--- config.mk ---
export PLATFORM = sky130hd
export DESIGN_NAME = dcache_port_arbiter
export DESIGN_NICKNAME = d
export VERILOG_FILES = /design/src/source/dcache_port_arbiter.sv
export SDC_FILE = /design/constraint.sdc
export NUM_CORES = 1
export LEC_CHECK = 0
export BUFFER_PORTS_ARGS = -buffer_cell sky130_fd_sc_hd__buf_2
export CAP_MARGIN = 20
export CELL_PAD_IN_SITES_DETAIL_PLACEMENT = 1
export CELL_PAD_IN_SITES_GLOBAL_PLACEMENT = 1
export CORE_AREA = 3 3 40 42
export CTS_BUF_LIST = sky130_fd_sc_hd__clkbuf_4 sky130_fd_sc_hd__clkbuf_8
export CTS_CLUSTER_SIZE = 14
export DETAILED_ROUTE_END_ITERATION = 7
export DIE_AREA = 0 0 43 45
export PLACE_DENSITY_LB_ADDON = 0.1
export SKIP_CTS_REPAIR_TIMING = 1
export SKIP_LAST_GASP = 1
export SYNTH_ARGS = -nofsm -noshare
export SYNTH_HDL_FRONTEND = slang
export SYNTH_SLANG_ARGS = --single-unit
export TNS_END_PERCENT = 5
--- constraint.sdc ---
create_clock -name clk_i -period 3.6 [get_ports clk_i]
set_input_delay 0.72 -clock clk_i [delete_from_list [all_inputs] [get_ports clk_i]]
set_output_delay 0.72 -clock clk_i [all_outputs]
set_load 0.02 [all_outputs]
--- src/source/dcache_port_arbiter.sv ---
// priority masking and round-robin grant among the dcache read ports
`timescale 1ns/10ps

module dcache_port_arbiter #(
  parameter int unsigned NumPorts = 3
) (
  input  logic                        clk_i,
  input  logic                        rst_ni,
  input  logic [NumPorts-1:0]         req_valid_i,
  input  logic [NumPorts-1:0]         req_prio_i,
  input  logic                        block_i,
  output logic [NumPorts-1:0]         gnt_o,
  output logic [$clog2(NumPorts)-1:0] gnt_idx_o,
  output logic                        gnt_valid_o
);

  localparam int unsigned IdxWidth = $clog2(NumPorts);

  logic [NumPorts-1:0] req_hi;
  logic [NumPorts-1:0] req_masked;
  logic [IdxWidth-1:0] ptr_d, ptr_q;
  logic                found;

  // any high priority request hides all low priority ones
  assign req_hi     = req_valid_i & req_prio_i;
  assign req_masked = (|req_hi) ? req_hi : req_valid_i;

  // first remaining request at or after the pointer
  always_comb begin : p_rr_search
    int unsigned cand;
    found     = 1'b0;
    gnt_idx_o = '0;
    for (int unsigned i = 0; i < NumPorts; i++) begin
      cand = ptr_q + i;
      if (cand >= NumPorts) begin
        cand = cand - NumPorts;
      end
      if (!found && req_masked[cand]) begin
        found     = 1'b1;
        gnt_idx_o = cand[IdxWidth-1:0];
      end
    end
  end

  assign gnt_valid_o = found & ~block_i;

  always_comb begin : p_gnt_oh
    for (int p = 0; p < NumPorts; p++) begin
      gnt_o[p] = gnt_valid_o && (gnt_idx_o == IdxWidth'(p));
    end
  end

  // move one past the winner
  assign ptr_d = (gnt_idx_o == IdxWidth'(NumPorts - 1)) ? '0 : gnt_idx_o + 1'b1;

  always_ff @(posedge clk_i or negedge rst_ni) begin : p_ptr
    if (!rst_ni) begin
      ptr_q <= '0;
    end else if (gnt_valid_o) begin
      ptr_q <= ptr_d;
    end
  end

endmodule

==> metrics <==
largest net degree at the start of global routing 9; NumNets Final 68; Synth top area share 16.7%; worst hold path class in2async; # fillers 164; Synth Net Count 49; slowest CP cell maj3_1; number of synthesized flops with an enable pin 0; FFs w/ async S/R, synth 100%; largest cells by area after synthesis dfrtp_1 17%, a22oi_1 10%, ha_1 8.4%, inv_1 6.3%, o21ai_0 5.0%; Slew Limit Fails 0; floorplan row count 13; Die X 43 um; Worst-Skew Late Latency 0.22 ns; vias in the first global route 392; Antenna Cells 0; Largest register FFs 2; post-synthesis cell type count 23; Max Cap Violations 0; Mean Syn Cell Area 7.87 um2; initial antenna violation count 0; Synth-to-Final Area Change 37.2%; Worst Setup Start Kind input pin; Placeable Area 1280 um2; CTS tree yes; Clock Skew 0.00487 ns; commonest non-fill, non-tap cells in the layout 14 x buf_2, 5 x inv_1, 4 x a22oi_1; outcome finished clean; Final min period 2.92 ns; CP bufs+invs 3; DRC violations left 0; clk buf depth 2; ratio of cells with drive above 1 in the final layout 34.5%; Slew @ Worst Pin 0.257 ns; CP arrival 2.20 ns; CP cell instances buf_2 > a22oi_1 > o21ai_1 > maj3_1 > o211ai_2 > inv_1 > nor3_1 > buf_2; Leak 0.207 nW; YS warnings 0; Setup Crit Path Kind in2out; period utilisation layout 81.0%; final setup vio count 0; io pins 15; worst-path maximum fanout 4; CTS Sinks 2; 1st-iter DRT viols 7; Final Hold Violating Endpoints 0; pwr dens 698 nW/um2; first-pass GRT wire length 1.62 mm; DR pass1 iterations 4; clock-pin slew on the worst setup and hold paths 0.03 ns; die height 45 um; CTS root buf clkbuf_4; DR WL/cell 13.5 um; setup TNS 0 ns; synthesized instance count 38; most common cell after layout, fill and taps aside buf_2; detailed-route via count 359; Placer Congestion 0.694; IO buf count 14; unrepaired setup endpoints after global routing no; Post-Syn Area 299 um2; DPL Wire Length 808 um; slowest cell delay on critical path 0.38 ns; DIE AREA 1940 um2; post-synthesis sequential area ratio 16.7%; starting density of the core 23.3%; drt via density 5.13; largest registers ptr_q x2; #FFs+latches synth 2; max frequency 343 MHz; TritonCTS Buffers 3; final WL 946 um; H-tree depth 1; Sequential cell area 50.0 um2; Crit path max-delay family compound AO/OA/AOI/OAI gates; Max VDD drop 264 uV; register with the most flip-flops ptr_q; gr usage total 11.6%; crit-path most repeated cell buf_2; Rel. slew slack 82.7%; antenna-violating nets left 0; area leader, netlist dfrtp_1; Top FF cell, synth dfrtp_1; GRT overflow 0; CP Capture Type output pin; pre-CTS setup slack 0.671 ns; Power, Total 0.287 mW; Final WS setup 0.683 ns; slack of the worst reg-to-reg path 1.79 ns; footprint of the multi-input gates 226 um2; required time worst endpoint 2.88 ns
logic make-up after synthesis:
logic type	share of synthesized area, %
AND/OR/NAND/NOR	23.9
flip-flops	16.7
multiplexers	3.35
AO/OA/AOI/OAI	36.8
adder cells (fa/ha/maj)	11.7
buffers and inverters	7.53
power breakdown:
part / total [mW] / internal, mW / switching (mW)
Sequential: 0.0383 / 0.0328 / 0.00550
Combinational: 0.200 / 0.0777 / 0.123
Clock: 0.0481 / 0.0367 / 0.0114
layer usage:
layer,GRT usage [%],vias up,routed length (um)
li1,-,182,-
met1,10.6,170,373
met2,22.2,7,552
met3,3.98,0,20
met4,6.63,0,0
met5,0,-,0
path summary, 6_finish.rpt:
path | cells after the start | end | start
setup / recovery | 8 | gnt_o[0] | req_valid_i[1]
hold / removal | 1 | ptr_q[0] | rst_ni
setup reg to reg | 5 | ptr_q[0] | ptr_q[0]
hold reg to reg | 2 | ptr_q[1] | ptr_q[1]
max in group asynchronous | 1 | ptr_q[1] | rst_ni
min in group clk_i | 2 | ptr_q[1] | ptr_q[1]
stage by stage:
stage	hold WS (ns)	area [um2]	util (%)	instances
finish	0.276	410	31.9	70
global route	0.266	410	31.9	70
CTS	0.268	410	31.9	70
detailed placement	0.506	388	30.2	67
global placement	0.503	388	30.2	67
floorplan	0.424	299	-	38
cell type report:
cell class                 count  area share (%)
inverter                       6            5.49
tap                           15            4.57
clock buffer                   3            5.49
timing repair buffer          14            17.1
multi-input combinational     30            55.2
sequential                     2            12.2
Yosys cell counts, drive strengths merged, types with 2 or more instances:
cell,number
ha,2
dfrtp,2
inv,5
a22oi,4
nor2,2
nand3b,2
nor3,2
o21ai,4
o21a,2
o211ai,2
No activity file was read; power rests on OpenSTA's default activity.
