## config.mk

```make
export PLATFORM = sky130hd
export DESIGN_NAME = dcache_sram
export DESIGN_NICKNAME = d
export VERILOG_FILES = /design/src/source/dcache_sram.sv
export SDC_FILE = /design/constraint.sdc
export NUM_CORES = 2
export LEC_CHECK = 0
export BUFFER_PORTS_ARGS = -buffer_cell sky130_fd_sc_hd__buf_2
export CAP_MARGIN = 25
export CORE_UTILIZATION = 60
export DETAILED_ROUTE_END_ITERATION = 7
export PLACE_DENSITY = 0.79
export SLEW_MARGIN = 20
export SYNTH_ARGS = -nofsm -noshare
export SYNTH_HDL_FRONTEND = slang
export SYNTH_SLANG_ARGS = --single-unit
```

## constraint.sdc

```tcl
create_clock -name clk_i -period 2.3 [get_ports clk_i]
set_clock_uncertainty 0.05 [all_clocks]
set_input_delay 0.46 -clock clk_i [delete_from_list [all_inputs] [get_ports clk_i]]
set_output_delay 0.46 -clock clk_i [all_outputs]
set_load 0.05 [all_outputs]
```

## src/source/dcache_sram.sv

```systemverilog
// single-port memory with byte enables, registered read data and reset to zero
`timescale 1ns/10ps

module dcache_sram #(
  parameter int unsigned DataWidth = 32,
  parameter int unsigned Depth     = 64
) (
  input  logic                           clk_i,
  input  logic                           rst_ni,
  input  logic                           req_i,
  input  logic                           we_i,
  input  logic [$clog2(Depth)-1:0]       addr_i,
  input  logic [DataWidth-1:0]           wdata_i,
  input  logic [(DataWidth+7)/8-1:0]     be_i,
  output logic [DataWidth-1:0]           rdata_o
);

  logic [DataWidth-1:0] mem_q [Depth];

  always_ff @(posedge clk_i or negedge rst_ni) begin : p_mem
    if (!rst_ni) begin
      for (int a = 0; a < Depth; a++) begin
        mem_q[a] <= '0;
      end
      rdata_o <= '0;
    end else if (req_i) begin
      if (we_i) begin
        // a partial top byte is covered by the last enable bit
        for (int i = 0; i < DataWidth; i++) begin
          if (be_i[i/8]) begin
            mem_q[addr_i][i] <= wdata_i[i];
          end
        end
      end else begin
        rdata_o <= mem_q[addr_i];
      end
    end
  end

endmodule

```

==> key figures <==
Run status
  – Status: complete, no violations

Drt
  – Post-Route WL: 297 mm
  – Via count: 65.1k
  – Wl on met1: 112 mm
  – Met3 WL: 30.9 mm
  – Iteration-0 DRC Markers: 6,626
  – DR WL met2: 134 mm
  – Highest routed layer: met5
  – DRC: 0
  – Drt wl/cell: 30.9 µm
  – Vias/cell: 6.79
  – TritonRoute pass-1 iters: 6
  – Routed Antenna Nets: 0

Final layout
  – Sequential Area: 0.0521 mm²
  – Final layout net count: 7,398
  – Fill count: 9,327
  – Final core utilization: 0.736
  – Multi-input gate area: 0.0404 mm²
  – Share of cells above drive strength 1: 0.552
  – Layout area overhead: 21.7%

Global route
  – Global-route wire length before repair: 449 mm
  – GR Overflow Total: 0
  – GRT Total Usage: 0.380
  – Vias in the first global route: 68.9k
  – Largest net degree at the start of global routing: 117
  – Initial antenna violation count: 13

Floorplanning
  – Area of the die: 0.160 mm²
  – Die Ht: 399 µm
  – # rows: 145
  – Core ar.: 0.157 mm²
  – Starting Density: 0.605
  – Die W: 399 µm
  – Boundary Pins: 78

Setup path
  – Crit path max fanout: 2
  – Req. time, crit path: 2.99 ns
  – CP Launch Type: register
  – Crit end category: register
  – Crit path kind: register to register
  – CP Data Arrival Time: 2.97 ns

Yosys
  – Gate Count Post-Synth: 6,521
  – Area share of the largest cell type after synthesis: 0.549
  – Register bit total from synthesis: 2,080
  – Commonest cells in the netlist: mux2_2 (2,094), dfrtp_1 (2,080), clkbuf_1 (286), mux2i_1 (239), a221oi_1 (231)
  – Top-count cell post-synth: mux2_2
  – Synth warn: 0
  – Top cells by area, synth: dfrtp_1 (55%), mux2_2 (25%), mux4_2 (5.3%), mux2i_1 (2.5%), a221oi_1 (2.1%)
  – Syn_area_per_cell: 14.5 µm²
  – Ys async rst share: 1.00
  – Syn nets: 6,567
  – Seq/Total Area, Yosys: 0.549
  – Cell area after synthesis: 0.0948 mm²
  – Distinct cells, synth: 64
  – Count of flip-flops with a built-in enable after synthesis: 0
  – Cell taking the most area after synthesis: dfrtp_1
  – Ys flop type: dfrtp_1

STA
  – Slew margin rel.: 0.310
  – # setup viols final: 0
  – Final-report hold violation count: 0
  – Worst Tran Pin Value: 1.03 ns
  – Setup TNS: 0 ns
  – Unrepaired setup endpoints after global routing: false
  – Tmin final: 2.28 ns
  – Final Slew Violations: 0
  – Period Utilization, post-route: 0.991
  – Fmax: 439 MHz

Placed design
  – Port Buffers: 77
  – HPWL Detailed: 200 mm
  – Placer congestion estimate: 0.955

Power
  – Static Leakage: 54.8 nW
  – Power per cell area: 719 mW/mm²
  – Max rail drop VDD: 0.000822 V

Clocking
  – CTS clk-pin slew, worst paths: 0.06 ns
  – CTS tree: yes
  – # clock sinks: 2,080
  – Largest buffer count on any clock path: 3
  – Skew-Pair Late Insertion Delay: 0.87 ns
  – Root Buffer Master: clkbuf_16
  – CTS H-tree depth: 4
  – Num CTS Buffers: 208

Min path
  – Hold WC Path Type: input port to register

Flow run
  – Max cap viols: 0
==> placed cells by master, fill, tap and decap left out, types with 71 or more instances in the layout <==
master	Yosys	layout
mux2_2	2094	2094
a221oi_1	231	231
clkbuf_16	0	211
mux2i_1	239	238
o22ai_1	107	107
nor2_1	112	104
o21ai_0	83	82
buf_2	131	72
a21oi_1	71	71
nor2_2	228	230
a22oi_1	136	136
buf_12	0	369
dfrtp_1	2080	2079
mux4_2	225	225
buf_4	27	698
==> critical path: stages, from the launching register on <==
cell and delay, ns:
dfrtp_1 0.37, mux4_2 0.50, mux2i_2 0.26, o22ai_1 0.22
a2111oi_2 0.25, o21ai_1 0.14, o32a_1 0.35
==> registers in the layout (all words and copies together), names as in the netlist <==
name	cells
mem_q	2048
rdata_o	32
==> routing by layer <==
layer,vias up,track usage
li1,26100,-
met1,34100,0.509
met2,3750,0.563
met3,1127,0.0972
met4,18,0.223
met5,-,0.00212
==> power by group <==
group	switching (mW)	internal (mW)	total, mW	leakage, nW
sequential	1.10	38.4	39.5	28.6
combinational	4.74	3.57	8.30	22.6
clock	14.7	20.4	35.1	3.54
==> final cells by class <==
type,count,area share
sequential,2080,0.452
multi-input combinational,3914,0.350
timing repair buffer,1145,0.114
clock buffer,312,0.0545
tap,2058,0.0223
clock inverter,78,0.00737
inverter,3,0.000141
antenna,3,0.0000651
==> cells by family (layout without fill, tap and decap cells) <==
| logic type | Yosys count | count (layout) | synth area share |
|---|---|---|---|
| mux | 2573 | 2573 | 0.329 |
| flops | 2080 | 2080 | 0.549 |
| buf+inv | 527 | 1538 | 0.0262 |
| other cells | 0 | 3 | 0 |
| compound gates | 776 | 776 | 0.0613 |
| simple gates | 565 | 565 | 0.0338 |
==> stage by stage <==
stage | total power, mW | hold WS, ns | cell area [µm²] | cells | worst slack (ns)
final | 82.9 | 0.0991 | 115000 | 9593 | 0.0215
after global routing | 85.2 | 0.0860 | 115000 | 9590 | 0.00124
after CTS | 83.0 | 0.0539 | 115000 | 9590 | 0.00337
after detailed placement | 48.2 | 0.423 | 108000 | 9199 | -0.725
after global placement | 47.8 | 0.413 | 108000 | 9197 | -0.797
after floorplan | 44.0 | 0.114 | 94800 | 6521 | -0.000312
==> worst paths after layout <==
check / startpoint / endpoint / slack, ns / cells past startpoint
setup / recovery: mem_q[536] / rdata_o[24] / 0.02 / 6
hold / removal: wdata_i[31] / mem_q[1887] / 0.1 / 2
setup reg to reg: mem_q[536] / rdata_o[24] / 0.02 / 6
hold reg to reg: mem_q[252] / mem_q[252] / 0.44 / 1
max in group asynchronous: rst_ni / mem_q[1432] / 0.98 / 3
min in group asynchronous: rst_ni / mem_q[516] / 0.19 / 2
==> what timing repair did <==
item,in CTS,in global routing
setup endpoints to repair,1,3
gates cloned,0,0
hold buffers,1,0
buffers inserted,0,0
endpoints found under the hold margin,625,0
gates resized for setup,1,3
(Power assumes the default switching activity.)
