**config.mk**
```make
export PLATFORM = sky130hd
export DESIGN_NAME = dcache_hit_select
export DESIGN_NICKNAME = d
export VERILOG_FILES = /design/src/source/dcache_pkg.sv /design/src/source/dcache_hit_select.sv
export SDC_FILE = /design/constraint.sdc
export NUM_CORES = 1
export LEC_CHECK = 0
export ABC_AREA = 0
export BUFFER_PORTS_ARGS = -buffer_cell sky130_fd_sc_hd__buf_2
export CORE_AREA = 4 4 234 236
export CTS_CLUSTER_SIZE = 28
export DETAILED_ROUTE_END_ITERATION = 6
export DIE_AREA = 0 0 238 240
export GPL_ROUTABILITY_DRIVEN = 0
export PLACE_DENSITY = 0.36
export SYNTH_ARGS = -nofsm -noshare
export SYNTH_HDL_FRONTEND = slang
export SYNTH_SLANG_ARGS = --single-unit
```
**constraint.sdc**
```tcl
create_clock -name clk_i -period 2 [get_ports clk_i]
set_input_delay 0.3 -clock clk_i [delete_from_list [all_inputs] [get_ports clk_i]]
set_output_delay 0.3 -clock clk_i [all_outputs]
set_load 0.02 [all_outputs]
```
**src/source/dcache_pkg.sv**
```systemverilog
// shared widths, request and response structs and access kinds for the dcache memory block
package dcache_pkg;

  ////////////////////////////////////////////////////////////////////////////
  // geometry
  ////////////////////////////////////////////////////////////////////////////

  localparam int unsigned WORD_WIDTH     = 32;
  localparam int unsigned WORD_BYTES     = WORD_WIDTH / 8;
  localparam int unsigned NUM_WAYS       = 4;
  localparam int unsigned NUM_BANKS      = 4;
  localparam int unsigned LINE_WIDTH     = NUM_BANKS * WORD_WIDTH;
  localparam int unsigned IDX_WIDTH      = 6;
  localparam int unsigned NUM_SETS       = 2 ** IDX_WIDTH;
  localparam int unsigned TAG_WIDTH      = 8;
  localparam int unsigned BANK_SEL_WIDTH = $clog2(NUM_BANKS);

  typedef logic [NUM_WAYS-1:0]  way_vec_t;
  typedef logic [NUM_BANKS-1:0] bank_vec_t;

  ////////////////////////////////////////////////////////////////////////////
  // port payloads
  ////////////////////////////////////////////////////////////////////////////

  // one read port, tag travels with the request
  typedef struct packed {
    logic [TAG_WIDTH-1:0]      tag;
    logic [IDX_WIDTH-1:0]      idx;
    logic [BANK_SEL_WIDTH-1:0] bank_sel;
    logic                      tag_only;
    logic                      prio;
  } rd_req_t;

  // full line refill, writes tag and valid bits as well
  typedef struct packed {
    logic                  vld;
    way_vec_t              ways;
    logic [TAG_WIDTH-1:0]  tag;
    logic [IDX_WIDTH-1:0]  idx;
    way_vec_t              vld_bits;
    logic [LINE_WIDTH-1:0] data;
  } fill_req_t;

  typedef struct packed {
    way_vec_t                  ways;
    logic [IDX_WIDTH-1:0]      idx;
    logic [BANK_SEL_WIDTH-1:0] bank_sel;
    logic [WORD_WIDTH-1:0]     data;
    logic [WORD_BYTES-1:0]     be;
  } word_wr_t;

  typedef struct packed {
    way_vec_t              vld_bits;
    way_vec_t              hit_oh;
    logic [WORD_WIDTH-1:0] data;
  } rd_rsp_t;

  // what the arrays did in the previous cycle
  typedef enum logic [1:0] {
    ACC_IDLE,
    ACC_READ,
    ACC_TAG_ONLY,
    ACC_FILL
  } access_e;

endpackage

```
**src/source/dcache_hit_select.sv**
```systemverilog
// read context registers, tag compare, hit vector and word selection
`timescale 1ns/10ps

module dcache_hit_select (
  input  logic                                    clk_i,
  input  logic                                    rst_ni,
  input  logic [dcache_pkg::TAG_WIDTH-1:0]        cmp_tag_i,
  input  logic [dcache_pkg::BANK_SEL_WIDTH-1:0]   cmp_bank_i,
  input  dcache_pkg::access_e                     access_i,
  input  logic [dcache_pkg::NUM_WAYS-1:0][dcache_pkg::TAG_WIDTH:0] tag_rdata_i,
  input  logic [dcache_pkg::NUM_BANKS-1:0][dcache_pkg::LINE_WIDTH-1:0] bank_rdata_i,
  output dcache_pkg::rd_rsp_t                     rd_rsp_o
);

  localparam int unsigned WordWidth = dcache_pkg::WORD_WIDTH;

  logic [dcache_pkg::TAG_WIDTH-1:0]      tag_q;
  logic [dcache_pkg::BANK_SEL_WIDTH-1:0] bank_q;
  dcache_pkg::access_e                   access_q;
  logic                                  cmp_en;
  dcache_pkg::way_vec_t                  vld_bits;
  dcache_pkg::way_vec_t                  hit_oh;
  logic [WordWidth-1:0]                  rdata;

  always_ff @(posedge clk_i or negedge rst_ni) begin : p_ctx
    if (!rst_ni) begin
      tag_q    <= '0;
      bank_q   <= '0;
      access_q <= dcache_pkg::ACC_IDLE;
    end else begin
      tag_q    <= cmp_tag_i;
      bank_q   <= cmp_bank_i;
      access_q <= access_i;
    end
  end

  assign cmp_en = (access_q == dcache_pkg::ACC_READ) || (access_q == dcache_pkg::ACC_TAG_ONLY);

  // top bit of each tag word is the valid bit
  for (genvar w = 0; w < dcache_pkg::NUM_WAYS; w++) begin : gen_cmp
    assign vld_bits[w] = tag_rdata_i[w][dcache_pkg::TAG_WIDTH];
    assign hit_oh[w]   = cmp_en & vld_bits[w] &
                         (tag_rdata_i[w][dcache_pkg::TAG_WIDTH-1:0] == tag_q);
  end

  // lowest hitting way wins, zero on miss or tag-only
  always_comb begin : p_word_sel
    rdata = '0;
    for (int w = dcache_pkg::NUM_WAYS - 1; w >= 0; w--) begin
      if (hit_oh[w] && access_q == dcache_pkg::ACC_READ) begin
        rdata = bank_rdata_i[bank_q][w*WordWidth +: WordWidth];
      end
    end
  end

  assign rd_rsp_o = '{vld_bits: vld_bits, hit_oh: hit_oh, data: rdata};

endmodule

```
==> flow_summary.json <==
{
  "cap_violations": 0,
  "p_int_mw": 1.49,
  "viasPerCell": 3.93,
  "tritoncts.num_buffers": 3,
  "port_buffers": 601,
  "violations": "setup timing",
  "placed_cells": 1733,
  "status": "complete, but fails checks",
  "swShare_pct": 33.4,
  "ys_ff_latch": 12,
  "synthesis.area_um2": 4780,
  "grt_use_total_pct": 12.0,
  "final_core_util_pct": 19.8,
  "htreeDepth": 1,
  "cp.required_ps": 1700,
  "dieHeight_um": 240,
  "seqPwrFrac_pct": 12.6,
  "final_common_cell": "buf_2",
  "initial_core_util_pct": 9.12,
  "place_area_um2": 9580,
  "fin_crit_sh_pct": 134,
  "min-delay-path-class": "input pin to flip-flop",
  "rows": 84,
  "start_kind": "flip-flop",
  "critical_path_class": "flip-flop to output pin",
  "setup_viol_count_final": 34,
  "pwr_density_cell_nw_per_um2": 215,
  "overflow": 0,
  "pwr-share-comb_pct": 70.7,
  "path_clk_slew_ps": 40,
  "postSynthAreaPerCell_um2": 11.4,
  "dp.final_hpwl_um": 34200,
  "antenna_found_initial": 8,
  "max_freq_ghz": 0.373,
  "fin_ws_ps": -684,
  "path_cells": "ha_4 > nand3b_1 > nor3_4 > and3b_2 > buf_12 > buf_6 > nand2_1 > a32oi_2 > buf_4",
  "yosysWarnings": 0,
  "cpPeakStageDelay_ps": 390,
  "end_kind": "output pin",
  "syn2layout_area_growth_pct": 117,
  "vias": 6890,
  "pre_cts_ws_ps": -547,
  "post_drt_wl_per_cell_um": 22.4,
  "cp.arrival_ps": 2380,
  "cts_sinks": 12,
  "cp_max_fo": 10,
  "grt_max_degree": 30,
  "grt_pass1_vias": 7655,
  "ys_seq_area_share_pct": 6.28,
  "clockBufferDepth": 2,
  "tritoncts": "done",
  "p_leak_nw": 4.60,
  "die_w_um": 238,
  "fin_crit_ps": 2680,
  "crit_slowest_cell": "dfrtp_1",
  "drcViolationCount": 0,
  "synth.distinct_cells": 30,
  "drive_gt1_share_pct": 87.2,
  "dieArea_um2": 57100,
  "routed_wl_um": 39300,
  "syn_inst": 418,
  "clockRootBuffer": "clkbuf_16",
  "maxSlewHeadroom_pct": 78.7,
  "instances_no_fill": 1753,
  "io_pins": 602,
  "fill_cells": 5842,
  "coreArea_um2": 52400,
  "vdd_drop_max_uv": 375,
  "dr.pass1.iters": 4,
  "hold_violations": 0,
  "grt_pass1_wl_um": 51100,
  "worstMarginPinSlew_ps": 319,
  "ant_nets": 0,
  "slew_violations": 0,
  "p_sw_mw": 0.746,
  "layout_common_cells": "buf_2, mux4_2, buf_4",
  "drtIter0Drc": 242,
  "finalPower_mw": 2.23,
  "grt_setup_unrepaired": "true",
  "syn_nets": 981,
  "p_clk_share_pct": 16.7,
  "fin_nets": 1628,
  "fin_area_um2": 10400
}
==> layout make-up <==
class,instances,area (um^2),share of cell area [%]
antenna,1,2.50,0.0241
multi-input combinational,345,4800,46.2
inverter,4,15.0,0.144
tap,688,861,8.28
sequential,12,310,2.98
timing repair buffer,699,4330,41.6
clock buffer,4,78.8,0.758
==> per-layer routing <==
layer	vias up	global-route usage, %	wire length, um
met5	-	0	57
met2	389	22.7	20200
met4	10	1.93	640
li1	3035	-	-
met1	3420	14.0	15000
met3	36	2.89	3370
==> state kept, by name (all words and copies together) (netlist names) <==
register and flops:
tag_q 8, bank_q 2, access_q 2
==> Yosys cell counts <==
library cell | number | area [um^2]
or2b_1 | 1 | 7.51
buf_4 | 7 | 52.6
dfrtp_1 | 12 | 300
buf_2 | 23 | 115
nor4_4 | 2 | 42.5
clkbuf_1 | 19 | 71.3
nor3_2 | 2 | 20.0
ha_1 | 1 | 12.5
nand3b_1 | 3 | 22.5
inv_1 | 3 | 11.3
a32oi_1 | 31 | 272
and2_0 | 2 | 12.5
clkbuf_2 | 4 | 20.0
nand2_1 | 97 | 364
buf_6 | 4 | 45.0
a221o_1 | 2 | 20.0
o21ai_0 | 31 | 155
inv_2 | 1 | 3.75
a21boi_1 | 1 | 7.51
a21oi_1 | 1 | 5.00
o2111ai_1 | 1 | 8.76
nor2b_1 | 3 | 18.8
o21ai_1 | 1 | 5.00
xor2_1 | 2 | 17.5
and3b_1 | 1 | 8.76
mux4_2 | 128 | 2880
nand4_1 | 3 | 18.8
nand3_1 | 4 | 20.0
nand2b_1 | 1 | 6.26
xnor2_1 | 27 | 236
==> critical path, delay by kind of cell, from the launching register on <==
family          cells  cell delay, ps
simple gates        4             740
buf+inv             3             480
flops               1             390
fa+ha+maj           1             260
compound gates      1             250
==> worst paths after layout <==
kind | startpoint | to | depth (start not counted)
hold / removal | cmp_tag_i[3] | tag_q[3] | 1
min in group asynchronous | rst_ni | bank_q[0] | 2
setup / recovery | access_q[0] | rd_rsp_o[27] | 9
max in group asynchronous | rst_ni | bank_q[1] | 2
==> power by group through the flow <==
stage | registers [mW] | clock network [mW] | logic (mW)
floorplan | 0.268 | 0 | 0.681
global placement | 0.285 | 0 | 1.54
detailed placement | 0.285 | 0 | 1.55
CTS | 0.282 | 0.380 | 1.58
global route | 0.283 | 0.393 | 1.69
finish | 0.282 | 0.372 | 1.58
==> logic make-up (layout without fill, tap and decap cells) <==
logic type | after synthesis | count (layout) | synth area share, %
compound gates | 68 | 68 | 9.89
xor+xnor | 29 | 29 | 5.31
fa+ha+maj | 1 | 1 | 0.262
buf+inv | 61 | 707 | 6.67
flops | 12 | 12 | 6.28
mux | 128 | 128 | 60.3
other cells | 0 | 1 | 0
simple gates | 119 | 119 | 11.3
==> metrics by stage <==
stage | TNS [ps] | hold WS [ps]
floorplan | -11410 | 4.41
global placement | -15180 | 215
detailed placement | -15280 | 215
CTS | -20690 | 159
global route | -24480 | 160
finish | -20440 | 162
==> timing repair <==
item                                    4_1_cts  5_1_grt
endpoints found under the setup margin       35       35
setup buffers                                 4        4
cloned                                        2        5
pin swaps                                     2       12
hold endpoints to repair                     12        0
hold buffers                                  1        0
resized for setup                           107       42
Note: power is estimated with default switching activity, not from simulation.
