<file path="config.mk">
export PLATFORM = sky130hd
export DESIGN_NAME = dcache_bank_ctrl
export DESIGN_NICKNAME = d
export VERILOG_FILES = /design/src/source/dcache_pkg.sv /design/src/source/dcache_bank_ctrl.sv
export SDC_FILE = /design/constraint.sdc
export NUM_CORES = 1
export LEC_CHECK = 0
export ABC_AREA = 1
export BUFFER_PORTS_ARGS = -buffer_cell sky130_fd_sc_hd__buf_2
export CORE_AREA = 4 4 361 363
export DETAILED_ROUTE_END_ITERATION = 8
export DIE_AREA = 0 0 365 367
export GPL_TIMING_DRIVEN = 0
export SLEW_MARGIN = 30
export SYNTH_ARGS = -nofsm -noshare
export SYNTH_HDL_FRONTEND = slang
export SYNTH_SLANG_ARGS = --single-unit
</file>
<file path="constraint.sdc">
create_clock -name vclk -period 1.9
set_input_delay 0.38 -clock vclk [all_inputs]
set_output_delay 0.38 -clock vclk [all_outputs]
set_load 0.02 [all_outputs]
</file>
<file path="src/source/dcache_pkg.sv">
// shared widths, request and response structs and access kinds for the dcache memory block
package dcache_pkg;

  ////////////////////////////////////////////////////////////////////////////
  // geometry
  ////////////////////////////////////////////////////////////////////////////

  localparam int unsigned WORD_WIDTH     = 32;
  localparam int unsigned WORD_BYTES     = WORD_WIDTH / 8;
  localparam int unsigned NUM_WAYS       = 4;
  localparam int unsigned NUM_BANKS      = 4;
  localparam int unsigned LINE_WIDTH     = NUM_BANKS * WORD_WIDTH;
  localparam int unsigned IDX_WIDTH      = 6;
  localparam int unsigned NUM_SETS       = 2 ** IDX_WIDTH;
  localparam int unsigned TAG_WIDTH      = 8;
  localparam int unsigned BANK_SEL_WIDTH = $clog2(NUM_BANKS);

  typedef logic [NUM_WAYS-1:0]  way_vec_t;
  typedef logic [NUM_BANKS-1:0] bank_vec_t;

  ////////////////////////////////////////////////////////////////////////////
  // port payloads
  ////////////////////////////////////////////////////////////////////////////

  // one read port, tag travels with the request
  typedef struct packed {
    logic [TAG_WIDTH-1:0]      tag;
    logic [IDX_WIDTH-1:0]      idx;
    logic [BANK_SEL_WIDTH-1:0] bank_sel;
    logic                      tag_only;
    logic                      prio;
  } rd_req_t;

  // full line refill, writes tag and valid bits as well
  typedef struct packed {
    logic                  vld;
    way_vec_t              ways;
    logic [TAG_WIDTH-1:0]  tag;
    logic [IDX_WIDTH-1:0]  idx;
    way_vec_t              vld_bits;
    logic [LINE_WIDTH-1:0] data;
  } fill_req_t;

  typedef struct packed {
    way_vec_t                  ways;
    logic [IDX_WIDTH-1:0]      idx;
    logic [BANK_SEL_WIDTH-1:0] bank_sel;
    logic [WORD_WIDTH-1:0]     data;
    logic [WORD_BYTES-1:0]     be;
  } word_wr_t;

  typedef struct packed {
    way_vec_t              vld_bits;
    way_vec_t              hit_oh;
    logic [WORD_WIDTH-1:0] data;
  } rd_rsp_t;

  // what the arrays did in the previous cycle
  typedef enum logic [1:0] {
    ACC_IDLE,
    ACC_READ,
    ACC_TAG_ONLY,
    ACC_FILL
  } access_e;

endpackage

</file>
<file path="src/source/dcache_bank_ctrl.sv">
// steering of refill, granted read and word write onto data bank and tag array controls
`timescale 1ns/10ps

module dcache_bank_ctrl #(
  parameter int unsigned NumPorts = 3
) (
  input  dcache_pkg::rd_req_t [NumPorts-1:0]        rd_req_i,
  input  logic [$clog2(NumPorts)-1:0]               gnt_idx_i,
  input  logic                                      gnt_valid_i,
  input  dcache_pkg::fill_req_t                     fill_i,
  input  dcache_pkg::word_wr_t                      wr_i,
  input  logic                                      wr_valid_i,
  output logic                                      arb_block_o,
  output logic                                      wr_ack_o,
  output dcache_pkg::bank_vec_t                     bank_req_o,
  output dcache_pkg::bank_vec_t                     bank_we_o,
  output logic [dcache_pkg::NUM_BANKS-1:0][dcache_pkg::IDX_WIDTH-1:0] bank_idx_o,
  output logic [dcache_pkg::NUM_BANKS-1:0][dcache_pkg::LINE_WIDTH-1:0] bank_wdata_o,
  output logic [dcache_pkg::NUM_BANKS-1:0][dcache_pkg::NUM_WAYS*dcache_pkg::WORD_BYTES-1:0]
                                                    bank_be_o,
  output dcache_pkg::way_vec_t                      tag_req_o,
  output logic                                      tag_we_o,
  output logic [dcache_pkg::IDX_WIDTH-1:0]          tag_idx_o,
  output logic [dcache_pkg::NUM_WAYS-1:0][dcache_pkg::TAG_WIDTH:0] tag_wdata_o,
  output logic [dcache_pkg::TAG_WIDTH-1:0]          cmp_tag_o,
  output logic [dcache_pkg::BANK_SEL_WIDTH-1:0]     cmp_bank_o,
  output dcache_pkg::access_e                       access_o
);

  localparam int unsigned WordWidth = dcache_pkg::WORD_WIDTH;
  localparam int unsigned WordBytes = dcache_pkg::WORD_BYTES;

  dcache_pkg::rd_req_t rd;
  logic                collision;

  assign rd          = rd_req_i[gnt_idx_i];
  assign arb_block_o = fill_i.vld;
  assign cmp_tag_o   = rd.tag;
  assign cmp_bank_o  = rd.bank_sel;

  // only a data read on the same bank stalls the word write
  assign collision = gnt_valid_i & ~rd.tag_only & (rd.bank_sel == wr_i.bank_sel);
  assign wr_ack_o  = ~fill_i.vld & ~collision;

  always_comb begin : p_steer
    bank_req_o   = '0;
    bank_we_o    = '0;
    bank_idx_o   = {dcache_pkg::NUM_BANKS{wr_i.idx}};
    bank_wdata_o = {dcache_pkg::NUM_BANKS * dcache_pkg::NUM_WAYS{wr_i.data}};
    bank_be_o    = '0;
    tag_req_o    = '0;
    tag_we_o     = 1'b0;
    tag_idx_o    = rd.idx;
    access_o     = dcache_pkg::ACC_IDLE;
    for (int w = 0; w < dcache_pkg::NUM_WAYS; w++) begin
      tag_wdata_o[w] = {fill_i.vld_bits[w], fill_i.tag};
    end

    if (fill_i.vld) begin
      // whole line, ways without a set bit keep their contents
      access_o   = dcache_pkg::ACC_FILL;
      tag_req_o  = fill_i.ways;
      tag_we_o   = 1'b1;
      tag_idx_o  = fill_i.idx;
      bank_req_o = '1;
      bank_we_o  = '1;
      for (int k = 0; k < dcache_pkg::NUM_BANKS; k++) begin
        bank_idx_o[k]   = fill_i.idx;
        bank_wdata_o[k] = {dcache_pkg::NUM_WAYS{fill_i.data[k*WordWidth +: WordWidth]}};
        for (int w = 0; w < dcache_pkg::NUM_WAYS; w++) begin
          bank_be_o[k][w*WordBytes +: WordBytes] = {WordBytes{fill_i.ways[w]}};
        end
      end
    end else begin
      if (gnt_valid_i) begin
        tag_req_o = '1;
        access_o  = rd.tag_only ? dcache_pkg::ACC_TAG_ONLY : dcache_pkg::ACC_READ;
        if (!rd.tag_only) begin
          bank_req_o[rd.bank_sel] = 1'b1;
          bank_idx_o[rd.bank_sel] = rd.idx;
        end
      end
      if (wr_valid_i && wr_ack_o) begin
        bank_req_o[wr_i.bank_sel] = 1'b1;
        bank_we_o[wr_i.bank_sel]  = 1'b1;
        for (int w = 0; w < dcache_pkg::NUM_WAYS; w++) begin
          bank_be_o[wr_i.bank_sel][w*WordBytes +: WordBytes] = wr_i.ways[w] ? wr_i.be : '0;
        end
      end
    end
  end

endmodule

</file>
==> flow_results.org <==
** Run status
- The run finished, with violations left.
- Failing checks :: negative setup slack

** Global route
- The total overflow left after global routing is 0.
- The number of global-route vias before repair is approximately 11000.
- The initial antenna violation count came to 26.
- First-pass GRT wire length :: 100.9 mm
- Global routing used 11.18% of the available tracks.
- Maximum number of pins on one net before global-route repair :: 11

** STA
- Tcrit/Tclk final :: 118.5%
- After layout, the minimum clock period comes to 2.251 ns.
- Final setup violating endpoints :: around 370
- Setup slack on the critical path of the routed design comes to -0.3509 ns.
- Summed over all failing endpoints, the final setup total negative slack is -42.61 ns.
- For this run, the top clock speed supported by timing is roughly 440 MHz.
- Measured against its own limit, the worst slew margin works out to a little under two thirds.
- At the pin with the least slew margin, the transition time is around 0.54 ns.
- Final hold viol count :: 0
- Final Max Slew Viols :: 0
- Setup repair after global routing could not meet its margin everywhere.
- Hold Slack :: roughly 0.98 ns

** Final layout
- For this run, the share of the core covered by cells in the final layout is between 10% and 20%.
- Share of layout cells above drive strength 1 :: 85.09%
- Seq cells :: 0
- Compared with the post-synthesis result, the final layout area differs by 238.2%.
- The multi-input combinational cells in the finished layout cover a total of between 6000 and 7000 um^2.
- Summing all flip-flop and latch instances after layout gives 0 um^2.
- After filler insertion, the fill cell instance count of the layout stands at around 14000.
- Post-route cell area :: about 21000 um^2
- After layout, the clock buffer instance count stands at 0.
- In the final design database the tool counted between 2000 and 2500 nets.

** Critical path
- Broken down by cell family, the worst path's largest delay share belongs to simple AND/OR/NAND/NOR gates.
- The worst setup path is launched from a primary input.
- Critical path class :: in -> out
- In this run the worst path has a maximum fanout of 5.
- Worst EP arrival :: between 1.5 and 2 ns
- Cell with the largest stage delay on the worst path :: sky130_fd_sc_hd__nor2_8
- For this run, the slowest stage of the critical path takes 0.17 ns.
- STA puts the critical path data required time at 1.52 ns.
- Endpoint class of the critical path :: primary output
- Worst setup path startpoint :: gnt_idx_i[1]
- Cells along the critical path :: buf_8 > inv_8 > nor2_8 > nand2_2 > nand2_4 > nor2_4 > nor2_4 > nand3_4 > nand3_4 > buf_12 > clkbuf_16 > o21ai_2 > buf_6
- Together, buffers and inverters on the worst path number 5.

** Floorplanning
- The core region is ~130000 um^2.
- In this run the core area contains approximately 130 standard-cell rows.
- # IOs :: 926
- The die covers 134000 um^2.
- The floorplan step set the die width to about 370 um.
- DIE HEIGHT :: around 370 um
- The initial utilization of the core area, before any placement, comes to under 10%.

** Logic synthesis
- During synthesis, Yosys emitted a total of 0 warnings.
- After synthesis the cells add up to 6271 um^2.
- Sequential elements use 0% of the synthesized area.
- Number of different library cells in the post-synthesis netlist :: 23
- When the netlist entered floorplanning its net count stood at between 1000 and 1500.
- In the synthesized netlist, the number of instances is about 1200.
- Average instance area after synthesis :: 5.439 um^2

** Route
- Overall via count from detail_route :: 11370
- Vias per Instance :: 2.967
- For this run, design rule violations remaining after detail routing come to 0.
- Once detail routing completed, the nets flagged for antenna violations numbered 0.
- After the first detailed-routing iteration, the DRC count stood at ~460.
- Drt wl/cell :: 21.81 um
- For this run, the detailed router's first-pass iteration total came to 5.
- After detailed routing, the total wire length is between 80 and 90 mm.

** Clock tree
- For this design, the CTS-stage hold fixing added 0 buffers.

** Power and ir drop
- For this design the ratio of total power to cell area is between 300 and 400 nW/um^2.
- Max rail drop VDD :: between 0.00015 and 0.0002 V
- In this run the static leakage power is 10.43 nW.

** Worst hold path
- The worst hold path begins at fill_i[144].
- Worst min path class :: in -> out
- Destination of the worst hold path :: tag_wdata_o[15]
- Number of instances on the worst hold path :: 2

** Placement
- HPWL after detailed placement :: 70.36 mm
- Once placement finished, the instance area stood at around 13000 um^2.
- Prior to clock tree synthesis, the placed netlist has a worst setup slack of -1.681 ns.
- At the end of routability-driven placement, the weighted congestion stood at slightly above 0.9.
- Buffers placed on the I/O ports in this run total 910.

** Run
- Across the run, the number of max-cap violations was 0.
-- Yosys cell counts --
cell,count,area (um^2)
sky130_fd_sc_hd__o21ai_0,32,160.2
sky130_fd_sc_hd__nand2_2,4,25.02
sky130_fd_sc_hd__inv_4,1,6.260
sky130_fd_sc_hd__nor2_8,1,20.02
sky130_fd_sc_hd__a2bb2oi_1,6,52.55
sky130_fd_sc_hd__nor2_1,18,67.56
sky130_fd_sc_hd__buf_4,422,3168
sky130_fd_sc_hd__buf_6,7,78.83
sky130_fd_sc_hd__buf_2,3,15.01
sky130_fd_sc_hd__clkinv_1,1,3.750
sky130_fd_sc_hd__clkbuf_1,24,90.09
sky130_fd_sc_hd__a21oi_4,1,16.27
sky130_fd_sc_hd__buf_1,11,41.29
sky130_fd_sc_hd__inv_1,30,112.6
sky130_fd_sc_hd__nor2_2,2,12.51
sky130_fd_sc_hd__nand3_4,1,17.52
sky130_fd_sc_hd__a31oi_1,1,6.260
sky130_fd_sc_hd__nand2_1,468,1757
sky130_fd_sc_hd__nand4_1,4,25.02
sky130_fd_sc_hd__o21ai_1,60,300.3
sky130_fd_sc_hd__nand3_2,4,40.04
sky130_fd_sc_hd__nand3_1,48,240.2
sky130_fd_sc_hd__inv_2,4,15.01
-- worst max-delay path by stage --
stage / slack, ns / end / cells after the start
floorplan: -0.17 / bank_be_o[11] / 11
global placement: -2.25 / bank_wdata_o[124] / 7
detailed placement: -1.68 / bank_wdata_o[381] / 8
CTS: -0.38 / bank_be_o[62] / 12
global route: -0.43 / bank_be_o[57] / 13
finish: -0.35 / bank_be_o[6] / 13
-- where the power goes --
group          switching (mW)  internal (mW)
clock                       0    0.000000300
combinational            4.29           3.43
sequential                  0              0
total                    4.29           3.43
-- through the flow --
| stage | instances | total power, mW |
|---|---|---|
| 3_3_place_gp | 3725 | 5.344 |
| 5_1_grt | 3829 | 8.114 |
| 4_1_cts | 3787 | 6.770 |
| 2_1_floorplan | 1153 | 3.113 |
| 6_report | 3832 | 7.719 |
| 3_5_place_dp | 3725 | 5.351 |
-- cell type report --
cell class / instances / share of cell area [%]
inverters: 36 / 0.8082
well taps: 1662 / 9.805
multi-input cells: 651 / 30.35
repair buffers: 1018 / 38.10
plain buffers: 460 / 20.87
diodes: 4 / 0.04719
repair inverters: 1 / 0.01770
-- metal layers --
metal | vias to the layer above | part of all wire [%] | GRT usage, %
met1 | 5419 | 40 | 14.02
met3 | 78 | 7.7 | 2.128
met2 | 652 | 51 | 20.66
met4 | 4 | 1.5 | 0.4666
met5 | - | 0.041 | 0
li1 | 5215 | - | -
-- logic make-up (layout without fill, tap and decap cells) --
logic type	Yosys count	count (layout)	synth area share, %
AO/OA/AOI/OAI	100	100	8.540
buffers and inverters	503	1515	56.30
other	0	4	0
AND/OR/NAND/NOR	550	551	35.16
-- cells in the final DEF (no fill, tap or decap), types with 5 or more instances in the layout --
cell / synthesis / final
sky130_fd_sc_hd__buf_2: 3 / 564
sky130_fd_sc_hd__buf_6: 7 / 428
sky130_fd_sc_hd__buf_4: 422 / 378
sky130_fd_sc_hd__nand2_1: 468 / 185
sky130_fd_sc_hd__nand2_8: 0 / 135
sky130_fd_sc_hd__nand2_4: 0 / 107
sky130_fd_sc_hd__nand2_2: 4 / 45
sky130_fd_sc_hd__buf_12: 0 / 42
sky130_fd_sc_hd__nand3_1: 48 / 42
sky130_fd_sc_hd__o21ai_4: 0 / 31
sky130_fd_sc_hd__inv_1: 30 / 28
sky130_fd_sc_hd__clkbuf_16: 0 / 25
sky130_fd_sc_hd__o21ai_0: 32 / 24
sky130_fd_sc_hd__o21ai_1: 60 / 20
sky130_fd_sc_hd__buf_8: 0 / 19
sky130_fd_sc_hd__o21ai_2: 0 / 17
sky130_fd_sc_hd__nor2_1: 18 / 14
sky130_fd_sc_hd__nand3_2: 4 / 7
sky130_fd_sc_hd__buf_16: 0 / 7
sky130_fd_sc_hd__clkbuf_2: 0 / 6
sky130_fd_sc_hd__nand3_4: 1 / 5
sky130_fd_sc_hd__clkbuf_4: 0 / 5
-- what timing repair did --
action / 4_1_cts / 5_1_grt
gates cloned: 19 / 5
gates resized for setup: 967 / 764
pin swaps: 55 / 82
setup buffers: 45 / 49
hold endpoints to repair: 0 / 0
endpoints found under the setup margin: 626 / 588
Power figures use the tool's default switching activity.
